### config.mk
export PLATFORM = sky130hd
export DESIGN_NAME = ex_stage
export DESIGN_NICKNAME = d
export VERILOG_FILES = /design/src/common/ex_op_pkg.sv /design/src/common/ex_pipe_pkg.sv /design/src/alu/ex_alu.sv /design/src/mult/ex_mult.sv /design/src/rtl/ex_stage.sv /design/src/rtl/ex_wb_ctrl.sv
export SDC_FILE = /design/constraint.sdc
export NUM_CORES = 2
export LEC_CHECK = 0
export CORE_MARGIN = 5
export CORE_UTILIZATION = 45
export DETAILED_ROUTE_END_ITERATION = 8
export DONT_BUFFER_PORTS = 1
export REMOVE_ABC_BUFFERS = 1
export SYNTH_ARGS = -nofsm -noshare
export SYNTH_HDL_FRONTEND = slang
export SYNTH_SLANG_ARGS = --single-unit
### constraint.sdc
create_clock -name clk -period 23.3 [get_ports clk]
set_clock_uncertainty 0.15 [all_clocks]
set_input_delay 3.495 -clock clk [delete_from_list [all_inputs] [get_ports clk]]
set_output_delay 3.495 -clock clk [all_outputs]
set_load 0.01 [all_outputs]
### src/common/ex_op_pkg.sv
package ex_op_pkg;

  //////////////////////////////
  // Operator widths
  //////////////////////////////

  // ALU operator code, compare group in the upper half
  localparam int unsigned ALU_OP_W  = 5;
  // Multiplier operator code, bit 2 marks the high-half group
  localparam int unsigned MULT_OP_W = 3;

  //////////////////////////////
  // ALU operations
  //////////////////////////////

  typedef enum logic [ALU_OP_W-1:0] {
    // Adder based
    ALU_ADD  = 5'h00,
    ALU_SUB  = 5'h01,
    // Bitwise logic
    ALU_AND  = 5'h02,
    ALU_OR   = 5'h03,
    ALU_XOR  = 5'h04,
    // Shifts, amount from b[4:0]
    ALU_SLL  = 5'h05,
    ALU_SRL  = 5'h06,
    ALU_SRA  = 5'h07,
    // Set-less-than, result is the compare bit
    ALU_SLT  = 5'h08,
    ALU_SLTU = 5'h09,
    // Branch compares
    ALU_EQ   = 5'h10,
    ALU_NE   = 5'h11,
    ALU_LT   = 5'h12,
    ALU_GE   = 5'h13,
    ALU_LTU  = 5'h14,
    ALU_GEU  = 5'h15
  } alu_op_e;

  //////////////////////////////
  // Multiplier operations
  //////////////////////////////

  typedef enum logic [MULT_OP_W-1:0] {
    // Single cycle, low half
    MULT_MUL    = 3'h0,
    MULT_MAC    = 3'h1,
    // Two cycles, upper half of the 64-bit product
    MULT_MULH   = 3'h4,
    MULT_MULHSU = 3'h5,
    MULT_MULHU  = 3'h6
  } mult_op_e;

endpackage

### src/common/ex_pipe_pkg.sv
package ex_pipe_pkg;

  //////////////////////////////
  // Datapath widths
  //////////////////////////////

  // Integer register width
  localparam int unsigned XLEN       = 32;
  // Register file address, upper bit selects the FP half
  localparam int unsigned REG_ADDR_W = 6;

  //////////////////////////////
  // Requests from ID
  //////////////////////////////

  // ALU request, operand c carries the jump target
  typedef struct packed {
    ex_op_pkg::alu_op_e op;
    logic [XLEN-1:0]    op_a;
    logic [XLEN-1:0]    op_b;
    logic [XLEN-1:0]    op_c;
    logic               en;
  } alu_req_t;

  // Multiplier request, operand c is the MAC addend
  typedef struct packed {
    ex_op_pkg::mult_op_e op;
    logic [XLEN-1:0]     op_a;
    logic [XLEN-1:0]     op_b;
    logic [XLEN-1:0]     op_c;
    logic                en;
  } mult_req_t;

  //////////////////////////////
  // Register file write port
  //////////////////////////////

  typedef struct packed {
    logic                  we;
    logic [REG_ADDR_W-1:0] waddr;
    logic [XLEN-1:0]       wdata;
  } wr_port_t;

endpackage

### src/alu/ex_alu.sv
`timescale 1ns/1ps

module ex_alu (
  input  ex_pipe_pkg::alu_req_t        alu_req_i,
  output logic [ex_pipe_pkg::XLEN-1:0] result_o,
  output logic                         cmp_result_o
);

  // Operands
  logic [ex_pipe_pkg::XLEN-1:0] op_a;
  logic [ex_pipe_pkg::XLEN-1:0] op_b;

  // Shared adder for ADD and SUB
  logic                         is_sub;
  logic [ex_pipe_pkg::XLEN-1:0] adder_b;
  logic [ex_pipe_pkg::XLEN-1:0] adder_result;

  // Shifter
  logic [4:0]                   shamt;
  logic [ex_pipe_pkg::XLEN-1:0] sll_result;
  logic [ex_pipe_pkg::XLEN-1:0] srl_result;
  logic [ex_pipe_pkg::XLEN-1:0] sra_result;

  // Comparator
  logic                         is_equal;
  logic                         is_less_s;
  logic                         is_less_u;
  logic                         cmp;

  assign op_a = alu_req_i.op_a;
  assign op_b = alu_req_i.op_b;

  //////////////////////////////
  // Adder
  //////////////////////////////

  // Two's complement subtract, invert b and carry in one
  assign is_sub       = (alu_req_i.op == ex_op_pkg::ALU_SUB);
  assign adder_b      = is_sub ? ~op_b : op_b;
  assign adder_result = op_a + adder_b + {{(ex_pipe_pkg::XLEN-1){1'b0}}, is_sub};

  //////////////////////////////
  // Shifter
  //////////////////////////////

  // Only the low five bits of b count
  assign shamt      = op_b[4:0];
  assign sll_result = op_a << shamt;
  assign srl_result = op_a >> shamt;
  // Sign bit fills from the left
  assign sra_result = $signed(op_a) >>> shamt;

  //////////////////////////////
  // Comparator
  //////////////////////////////

  assign is_equal  = (op_a == op_b);
  assign is_less_s = ($signed(op_a) < $signed(op_b));
  assign is_less_u = (op_a < op_b);

  // Compare bit per operation, zero for arithmetic
  always_comb begin
    case (alu_req_i.op)
      ex_op_pkg::ALU_EQ:   cmp = is_equal;
      ex_op_pkg::ALU_NE:   cmp = ~is_equal;
      ex_op_pkg::ALU_LT:   cmp = is_less_s;
      ex_op_pkg::ALU_GE:   cmp = ~is_less_s;
      ex_op_pkg::ALU_LTU:  cmp = is_less_u;
      ex_op_pkg::ALU_GEU:  cmp = ~is_less_u;
      ex_op_pkg::ALU_SLT:  cmp = is_less_s;
      ex_op_pkg::ALU_SLTU: cmp = is_less_u;
      default:             cmp = 1'b0;
    endcase
  end

  assign cmp_result_o = cmp;

  //////////////////////////////
  // Result mux
  //////////////////////////////

  always_comb begin
    case (alu_req_i.op)
      ex_op_pkg::ALU_ADD,
      ex_op_pkg::ALU_SUB: result_o = adder_result;
      ex_op_pkg::ALU_AND: result_o = op_a & op_b;
      ex_op_pkg::ALU_OR:  result_o = op_a | op_b;
      ex_op_pkg::ALU_XOR: result_o = op_a ^ op_b;
      ex_op_pkg::ALU_SLL: result_o = sll_result;
      ex_op_pkg::ALU_SRL: result_o = srl_result;
      ex_op_pkg::ALU_SRA: result_o = sra_result;
      // Compares and set-less-than, zero-extended bit
      default:            result_o = {{(ex_pipe_pkg::XLEN-1){1'b0}}, cmp};
    endcase
  end

endmodule

### src/mult/ex_mult.sv
`timescale 1ns/1ps

module ex_mult (
  input  logic                         clk,
  input  logic                         rst_n,
  input  ex_pipe_pkg::mult_req_t       mult_req_i,
  input  logic                         ex_ready_i,
  output logic [ex_pipe_pkg::XLEN-1:0] result_o,
  output logic                         ready_o,
  output logic                         multicycle_o
);

  // Second state shows the registered upper half
  typedef enum logic {
    MULT_IDLE,
    MULT_FINISH
  } mult_state_e;

  mult_state_e                       state_q;
  mult_state_e                       state_d;

  // Operand signedness per variant
  logic                              sign_a;
  logic                              sign_b;
  logic                              is_high;
  logic                              load_prod;

  // One extra bit each so one signed multiplier covers all variants
  logic signed [ex_pipe_pkg::XLEN:0]     op_a_ext;
  logic signed [ex_pipe_pkg::XLEN:0]     op_b_ext;
  logic signed [2*ex_pipe_pkg::XLEN+1:0] prod_full;
  logic [2*ex_pipe_pkg::XLEN-1:0]        prod_q;

  assign sign_a  = (mult_req_i.op == ex_op_pkg::MULT_MULH) |
                   (mult_req_i.op == ex_op_pkg::MULT_MULHSU);
  assign sign_b  = (mult_req_i.op == ex_op_pkg::MULT_MULH);
  assign is_high = sign_a | (mult_req_i.op == ex_op_pkg::MULT_MULHU);

  assign op_a_ext  = {sign_a & mult_req_i.op_a[ex_pipe_pkg::XLEN-1], mult_req_i.op_a};
  assign op_b_ext  = {sign_b & mult_req_i.op_b[ex_pipe_pkg::XLEN-1], mult_req_i.op_b};
  // Low half is the same for any signedness
  assign prod_full = op_a_ext * op_b_ext;

  //////////////////////////////
  // High-half FSM
  //////////////////////////////

  always_comb begin
    state_d   = state_q;
    load_prod = 1'b0;
    ready_o   = 1'b1;
    case (state_q)
      MULT_IDLE: begin
        // Capture product, stall one cycle
        if (mult_req_i.en && is_high) begin
          load_prod = 1'b1;
          ready_o   = 1'b0;
          state_d   = MULT_FINISH;
        end
      end
      MULT_FINISH: begin
        // Hold result until the stage moves on
        if (ex_ready_i) begin
          state_d = MULT_IDLE;
        end
      end
      default: state_d = MULT_IDLE;
    endcase
  end

  assign multicycle_o = (state_q == MULT_FINISH);

  always_ff @(posedge clk, negedge rst_n) begin
    if (!rst_n) begin
      state_q <= MULT_IDLE;
    end else begin
      state_q <= state_d;
    end
  end

  // Product register
  always_ff @(posedge clk) begin
    if (load_prod) begin
      prod_q <= prod_full[2*ex_pipe_pkg::XLEN-1:0];
    end
  end

  // Result select
  always_comb begin
    case (mult_req_i.op)
      ex_op_pkg::MULT_MUL: result_o = prod_full[ex_pipe_pkg::XLEN-1:0];
      ex_op_pkg::MULT_MAC: result_o = prod_full[ex_pipe_pkg::XLEN-1:0] + mult_req_i.op_c;
      // MULH, MULHSU and MULHU
      default:             result_o = prod_q[2*ex_pipe_pkg::XLEN-1:ex_pipe_pkg::XLEN];
    endcase
  end

endmodule

### src/rtl/ex_stage.sv
`timescale 1ns/1ps

module ex_stage (
  input  logic                               clk,
  input  logic                               rst_n,

  // Unit requests from ID
  input  ex_pipe_pkg::alu_req_t              alu_req_i,
  input  ex_pipe_pkg::mult_req_t             mult_req_i,

  // ALU write port request
  input  logic                               regfile_alu_we_i,
  input  logic [ex_pipe_pkg::REG_ADDR_W-1:0] regfile_alu_waddr_i,

  // LSU write port request, goes on to WB
  input  logic                               regfile_we_i,
  input  logic [ex_pipe_pkg::REG_ADDR_W-1:0] regfile_waddr_i,

  // CSR read data
  input  logic                               csr_access_i,
  input  logic [ex_pipe_pkg::XLEN-1:0]       csr_rdata_i,

  // LSU
  input  logic                               lsu_en_i,
  input  logic [ex_pipe_pkg::XLEN-1:0]       lsu_rdata_i,
  input  logic                               lsu_ready_ex_i,
  input  logic                               lsu_err_i,

  // Pipeline control
  input  logic                               branch_in_ex_i,
  input  logic                               wb_ready_i,

  // Write ports
  output ex_pipe_pkg::wr_port_t              fw_port_o,
  output ex_pipe_pkg::wr_port_t              wb_port_o,

  // Towards IF
  output logic [ex_pipe_pkg::XLEN-1:0]       jump_target_o,
  output logic                               branch_decision_o,

  // Status and handshake
  output logic                               mult_multicycle_o,
  output logic                               ex_ready_o,
  output logic                               ex_valid_o
);

  // Unit results
  logic [ex_pipe_pkg::XLEN-1:0] alu_result;
  logic [ex_pipe_pkg::XLEN-1:0] mult_result;
  // Low while a high multiply computes
  logic                         mult_ready;

  // Jump target straight from ID
  assign jump_target_o = alu_req_i.op_c;

  //////////////////////////////
  // ALU
  //////////////////////////////

  // Compare bit doubles as branch decision
  ex_alu alu_i (
    .alu_req_i    ( alu_req_i         ),
    .result_o     ( alu_result        ),
    .cmp_result_o ( branch_decision_o )
  );

  //////////////////////////////
  // Multiplier
  //////////////////////////////

  ex_mult mult_i (
    .clk          ( clk               ),
    .rst_n        ( rst_n             ),
    .mult_req_i   ( mult_req_i        ),
    .ex_ready_i   ( ex_ready_o        ),
    .result_o     ( mult_result       ),
    .ready_o      ( mult_ready        ),
    .multicycle_o ( mult_multicycle_o )
  );

  //////////////////////////////
  // Writeback and handshake
  //////////////////////////////

  ex_wb_ctrl wb_ctrl_i (
    .clk                 ( clk                 ),
    .rst_n               ( rst_n               ),
    .alu_en_i            ( alu_req_i.en        ),
    .mult_en_i           ( mult_req_i.en       ),
    .csr_access_i        ( csr_access_i        ),
    .lsu_en_i            ( lsu_en_i            ),
    .alu_result_i        ( alu_result          ),
    .mult_result_i       ( mult_result         ),
    .csr_rdata_i         ( csr_rdata_i         ),
    .mult_ready_i        ( mult_ready          ),
    .regfile_alu_we_i    ( regfile_alu_we_i    ),
    .regfile_alu_waddr_i ( regfile_alu_waddr_i ),
    .regfile_we_i        ( regfile_we_i        ),
    .regfile_waddr_i     ( regfile_waddr_i     ),
    .lsu_rdata_i         ( lsu_rdata_i         ),
    .lsu_ready_ex_i      ( lsu_ready_ex_i      ),
    .lsu_err_i           ( lsu_err_i           ),
    .branch_in_ex_i      ( branch_in_ex_i      ),
    .wb_ready_i          ( wb_ready_i          ),
    .fw_port_o           ( fw_port_o           ),
    .wb_port_o           ( wb_port_o           ),
    .ex_ready_o          ( ex_ready_o          ),
    .ex_valid_o          ( ex_valid_o          )
  );

endmodule

### src/rtl/ex_wb_ctrl.sv
`timescale 1ns/1ps

module ex_wb_ctrl (
  input  logic                               clk,
  input  logic                               rst_n,

  // Unit enables from ID
  input  logic                               alu_en_i,
  input  logic                               mult_en_i,
  input  logic                               csr_access_i,
  input  logic                               lsu_en_i,

  // Result sources
  input  logic [ex_pipe_pkg::XLEN-1:0]       alu_result_i,
  input  logic [ex_pipe_pkg::XLEN-1:0]       mult_result_i,
  input  logic [ex_pipe_pkg::XLEN-1:0]       csr_rdata_i,
  input  logic                               mult_ready_i,

  // Write port requests
  input  logic                               regfile_alu_we_i,
  input  logic [ex_pipe_pkg::REG_ADDR_W-1:0] regfile_alu_waddr_i,
  input  logic                               regfile_we_i,
  input  logic [ex_pipe_pkg::REG_ADDR_W-1:0] regfile_waddr_i,

  // LSU and pipeline control
  input  logic [ex_pipe_pkg::XLEN-1:0]       lsu_rdata_i,
  input  logic                               lsu_ready_ex_i,
  input  logic                               lsu_err_i,
  input  logic                               branch_in_ex_i,
  input  logic                               wb_ready_i,

  output ex_pipe_pkg::wr_port_t              fw_port_o,
  output ex_pipe_pkg::wr_port_t              wb_port_o,
  output logic                               ex_ready_o,
  output logic                               ex_valid_o
);

  // All units and WB can accept
  logic                               stage_ready;
  // Load write enable after the error check
  logic                               load_we;

  // EX/WB register
  logic                               wb_we_q;
  logic [ex_pipe_pkg::REG_ADDR_W-1:0] wb_waddr_q;

  //////////////////////////////
  // Stage handshake
  //////////////////////////////

  assign stage_ready = mult_ready_i & lsu_ready_ex_i & wb_ready_i;
  // Branches finish in EX, so never held back
  assign ex_ready_o  = stage_ready | branch_in_ex_i;
  // Independent of ex_ready_o
  assign ex_valid_o  = (alu_en_i | mult_en_i | csr_access_i | lsu_en_i) & stage_ready;

  //////////////////////////////
  // ALU write port
  //////////////////////////////

  always_comb begin
    fw_port_o.we    = regfile_alu_we_i;
    fw_port_o.waddr = regfile_alu_waddr_i;
    fw_port_o.wdata = '0;
    // Later source wins
    if (alu_en_i) begin
      fw_port_o.wdata = alu_result_i;
    end
    if (mult_en_i) begin
      fw_port_o.wdata = mult_result_i;
    end
    if (csr_access_i) begin
      fw_port_o.wdata = csr_rdata_i;
    end
  end

  //////////////////////////////
  // EX/WB register
  //////////////////////////////

  // Faulting load never writes back
  assign load_we = regfile_we_i & ~lsu_err_i;

  always_ff @(posedge clk, negedge rst_n) begin
    if (!rst_n) begin
      wb_we_q <= 1'b0;
    end else if (ex_valid_o) begin
      wb_we_q <= load_we;
    end else if (wb_ready_i) begin
      // Nothing new, drain the slot
      wb_we_q <= 1'b0;
    end
  end

  // Address only follows a real write
  always_ff @(posedge clk) begin
    if (ex_valid_o && load_we) begin
      wb_waddr_q <= regfile_waddr_i;
    end
  end

  // LSU write port, data arrives during WB
  assign wb_port_o.we    = wb_we_q;
  assign wb_port_o.waddr = wb_waddr_q;
  assign wb_port_o.wdata = lsu_rdata_i;

endmodule

# After elaboration in Yosys (flattened, before gate mapping)
# Index checks and enable logic that the tools add are counted.
[word_totals] regBits=72 inputBits=288 output_inout_bits=114 elab_cells=77
[classes] n_addsub=3 multipliers=1 n_lt_le_gt_ge=2 n_eq_ne=20 shift=3 mux=15 n_bitwise=21 reduce_logical=8
[ops] operator="one-hot mux 32 bit (7 select lines)" n=1
[ops] operator="2-to-1 mux 32 bit" n=4
[ops] operator="adder 32 bit" n=2
[ops] operator="< comparator 32 bit" n=2
[ops] operator="multiplier 33 x 33 -> 64 bit" n=1
[ops] operator="one-hot mux 32 bit (2 select lines)" n=1
[ops] operator="adder 32 x 1 -> 32 bit" n=1
[ops] operator="bitwise AND 32 bit" n=1
[ops] operator="equality test 32 bit" n=1
[ops] operator="inverter 32 bit" n=1
[ops] operator="bitwise OR 32 bit" n=1
[ops] operator="left shift 32 x 5 -> 32 bit" n=1
[ops] operator="right shift 32 x 5 -> 32 bit" n=1
[ops] operator=">>> shifter 32 x 5 -> 32 bit" n=1
[ops] operator="bitwise XOR 32 bit" n=1
[ops] operator="equality test 5 bit, second input constant" n=6
[ops] operator="equality test 5 x 3 -> 1 bit, second input constant" n=4
[ops] operator="equality test 5 x 2 -> 1 bit, second input constant" n=2
[ops] operator="equality test 5 x 4 -> 1 bit, second input constant" n=2
[ops] operator="equality test 3 bit, second input constant" n=3
[ops] operator="2-to-1 mux 1 bit" n=7
[ops] operator="bitwise AND 1 bit" n=6
[ops] operator="bitwise OR 1 bit" n=6
[ops] operator="one-hot mux 1 bit (6 select lines)" n=1
[ops] operator="other kinds (9)" n=16

# Logic depth before layout (Yosys ltp)
[depth] ltp_word=11 ltp_mapped=35

# Cells and area by module
# From an unflattened synthesis, not the netlist that was laid out.
[unflattened] cells_unflattened=5919 hier_area_um2=51241.6
[by_module_without_submodules] module="ex_mult" instances=1 cells_per_inst=4549 area_each_um2=41279.6
[by_module_without_submodules] module="ex_alu" instances=1 cells_per_inst=1137 area_each_um2=8296.7
[by_module_without_submodules] module="ex_wb_ctrl" instances=1 cells_per_inst=201 area_each_um2=1425.1
[by_module_without_submodules] module="ex_stage" instances=1 cells_per_inst=32 area_each_um2=240.2

# Least setup slack after synthesis
# OpenSTA, ideal clock, no wires.
[synth_path] kind="input to output" from="input mult_req_i[33] (netlist name)" to="output fw_port_o[30] (netlist name)" arrival_ns=11.165 required_time_ns=19.655 path_slack_ns=8.490 path_stages=31 n_path_buf=1 path_cell_list="clkbuf_1 -> nand2_1 -> fa_1 -> inv_1 -> fa_1 -> inv_1 -> fa_1 -> fa_1 -> fa_1 -> fa_1 -> inv_1 -> fa_1 -> inv_1 -> fa_1 -> inv_1 -> ha_1 -> nand3_1 -> nor2_1 -> and2_1 -> a211oi_2 -> o221ai_1 -> o31ai_1 -> xnor2_1 -> ha_1 -> a21oi_1 -> or2_2 -> a21oi_1 -> a221o_1 -> a22oi_1 -> o31ai_1 -> o41a_1"
[synth_lines] element="start, declared" line="ex_stage.sv:9" source="input ex_pipe_pkg::mult_req_t mult_req_i,"
[synth_lines] element="end, declared" line="ex_stage.sv:34" source="output ex_pipe_pkg::wr_port_t fw_port_o,"

==> impl_results.md <==
- Layout cells sized above 1: 1.85%
- Slowest cell on the critical path: fa_1
- Post-Layout Cell Count: 6902
- Final worst setup slack: 7950 ps
- Die Area: 118000 um2
- Stages on worst setup path: 33
- Post-synthesis sequential area ratio: under 10%
- Htree depth: 2
- Root Buffer: clkbuf_16
- Yosys top cell area share: 44.9%
- Synth Flop Type: edfxtp_1
- Clk_lat worst skew: between 200 and 300 ps
- Slew HR: between 20% and 30%
- Crit path buf inv count: 6
- Num CTS Buffers: 5
- Flip-flop and latch area: 1190 um2
- Core Footprint: 111000 um2
- Gate Count Post-Synth: 5767
- Clock slew at reported path FFs: approximately 60 ps
- Area contributors post-synth: fa_1 (45%), ha_1 (9.2%), inv_1 (8.7%)
- Flop2flop setup slack: 21130 ps
- Vias in the first global route: 40972
- # rows: 122
- Grt met2 use: 44.1%
- Final WL: 163000 um
- CP Class: input pin to output pin
- Syn avg cell area: 8.71 um2
- Top Usage Layer GRT: met2
- Initial antenna violation count: 16
- DRC Markers: 0
- CTS tree: yes
- Count of cell types in the netlist: 83
- Endpoints failing setup: 0
- Hold EP: wb_ctrl_i.wb_we_q$_DFFE_PN0P_
- Final min period: 15350 ps
- Clk sink count: 40
- Worst Path Max Fanout: 33
- Met3 usage: 7.19%
- Synth async-reset ratio: 5.00%
- Multi-input gate area: between 40000 and 50000 um2
- Hold Path Stages: 1
- Reg2reg path depth: 3
- Seq cells post-synth: 40
- Worst min path class: flop to flop
- First-pass GRT wire length: approximately 250000 um
- Total number of vias: about 39000
- Crit-path max cell delay: 540 ps
- R2R Path Start: mult_i.multicycle_o$_DFF_PN0_
- Synth Warn #: 0
- Critical path endpoint category: output pin
- EDFF count, synth: 38
- Area leader, netlist: fa_1
- Gr usage total: 27.7%
- Layout Area Growth over Synthesis: 0.909%
- Gpl congestion: 0.942
- Top-count cell post-synth: inv_1
- Initial drt markers: 2901
- Final Hold Fails: 0
- Setup Buffers After CTS: 0
- Worst path top cell family by delay: adder cells
- Final period util: between 60% and 70%
- Critical hold path startpoint: wb_ctrl_i.wb_we_q$_DFFE_PN0P_
- Post-Syn Area: about 50000 um2
- Net count, final: 7186
- Detail Route Antenna Nets: 0
- Drt pass-1 iters: 6
- Worst Max-Slew Pin Slew: 1150 ps
- CTS-repair resized insts: 0
- Top-level I/O count: 402
- Largest net degree at the start of global routing: slightly above 80
- Die width: about 340 um
- Port Buf Inserts: 0
- Vias per cell: about 5.6
- Max Root-Sink Buffers: 2
- Worst Path Arrival: 11710 ps
- Final Util: 45.7%
- Status: finished clean
- WL/cell: between 20 and 25 um
- Worst slack, placed: 7990 ps
- Grt met1 use: 38.2%
- # hold bufs at CTS: 0
- Remaining Overflow, GRT: 0
- Initial Util: 45.3%
- Fmax achieved: 65.1 MHz
- Max-cap violations: 0
- Setup crit start kind: input pin
- Max-slew violations: 0
- Die Height: 344 um
- HPWL after DPL: about 130000 um
- WP data required: 19660 ps
- RR Endpoint: mult_i.prod_q[43]$_DFFE_PP_
- Fin Setup TNS: 0 ps
- Placed insts: ~6900
- RSZ-0062 raised after global routing: false
- Post-synth top cells: inv_1 (1169), fa_1 (1127), nand2_1 (788)
- # fillers: 11141
-- routing by layer --
layer	part of all wire (%)	vias up	wire [um]
met4	2.6	16	4230
met3	9.5	207	15600
met5	0.11	-	186
met1	42	20105	68900
met2	46	1705	74400
li1	-	16908	-
-- per-stage QoR --
| stage | hold slack, ps | area [um2] |
|---|---|---|
| global placement | 393 | 50500 |
| finish | 413 | 50700 |
| floorplan | 371 | 48500 |
| CTS | 417 | 50600 |
| global route | 419 | 50700 |
| detailed placement | 402 | 50500 |
-- flip-flops by register name, summed over array words and instances, names as in the netlist --
register	count
mult_i.multicycle_o	1
wb_ctrl_i.wb_we_q	1
mult_i.prod_q	32
wb_ctrl_i.wb_waddr_q	6
-- final cells by class --
type                    count  share of cell area [%]
multi-input cells        4162                    84.6
repair buffers             16                   0.237
inverters                1175                    8.70
clock buffers               5                   0.247
clock inverters             3                  0.0938
flip-flops and latches     40                    2.35
well taps                1488                    3.67
diodes                     13                  0.0642
-- layout by cell type, fill, tap and decap left out, types with 7 or more instances in the layout --
master        n
mux2i_1      60
a211oi_1     38
a211o_1      12
nand3_1      41
xnor2_1     121
or3_1        43
o21ai_0     142
nor4_1       11
a221oi_1     15
xor2_1       38
a21o_1       70
ha_1        371
fa_1       1127
edfxtp_1     38
inv_1      1169
o21ai_1      38
diode_2      13
o21bai_1     19
nand4_1      22
a22oi_1      34
a2bb2oi_1     7
and2_1      433
buf_4        16
o22ai_1      13
nand2_1     787
nor2_1      198
and3_1       11
o211ai_1     26
o21a_1       21
nor3_1       33
nor2b_1      20
nand2b_1     29
a21oi_1     188
o221ai_1     12
mux4_2       42
a31oi_1      27
-- cells by family after synthesis --
kind of cell / after synthesis / share of synthesized area, %
and+or+nand+nor: 1659 / 15.6
buffers and inverters: 1565 / 12.3
muxes: 106 / 3.17
adders and majority gates: 1498 / 54.2
xor gates and xnor gates: 159 / 2.77
DFF: 40 / 2.37
AOI/OAI and AO/OA: 740 / 9.61
-- worst max path at each step --
stage | end | startpoint
2_1_floorplan | fw_port_o[30] | mult_req_i[33]
3_3_place_gp | fw_port_o[28] | mult_req_i[33]
3_5_place_dp | fw_port_o[28] | mult_req_i[33]
4_1_cts | fw_port_o[28] | mult_req_i[33]
5_1_grt | fw_port_o[31] | mult_req_i[33]
6_report | fw_port_o[28] | mult_req_i[33]
-- worst reg2reg max path: stages, from the launching register on --
cell	delay [ps]
dfrtp_1	420
inv_1	90
nand4_1	200
inv_1	900
Power is left out: the tool's default activity adds up to more than one toggle a clock period on the data nets, which glitch-free logic cannot reach.
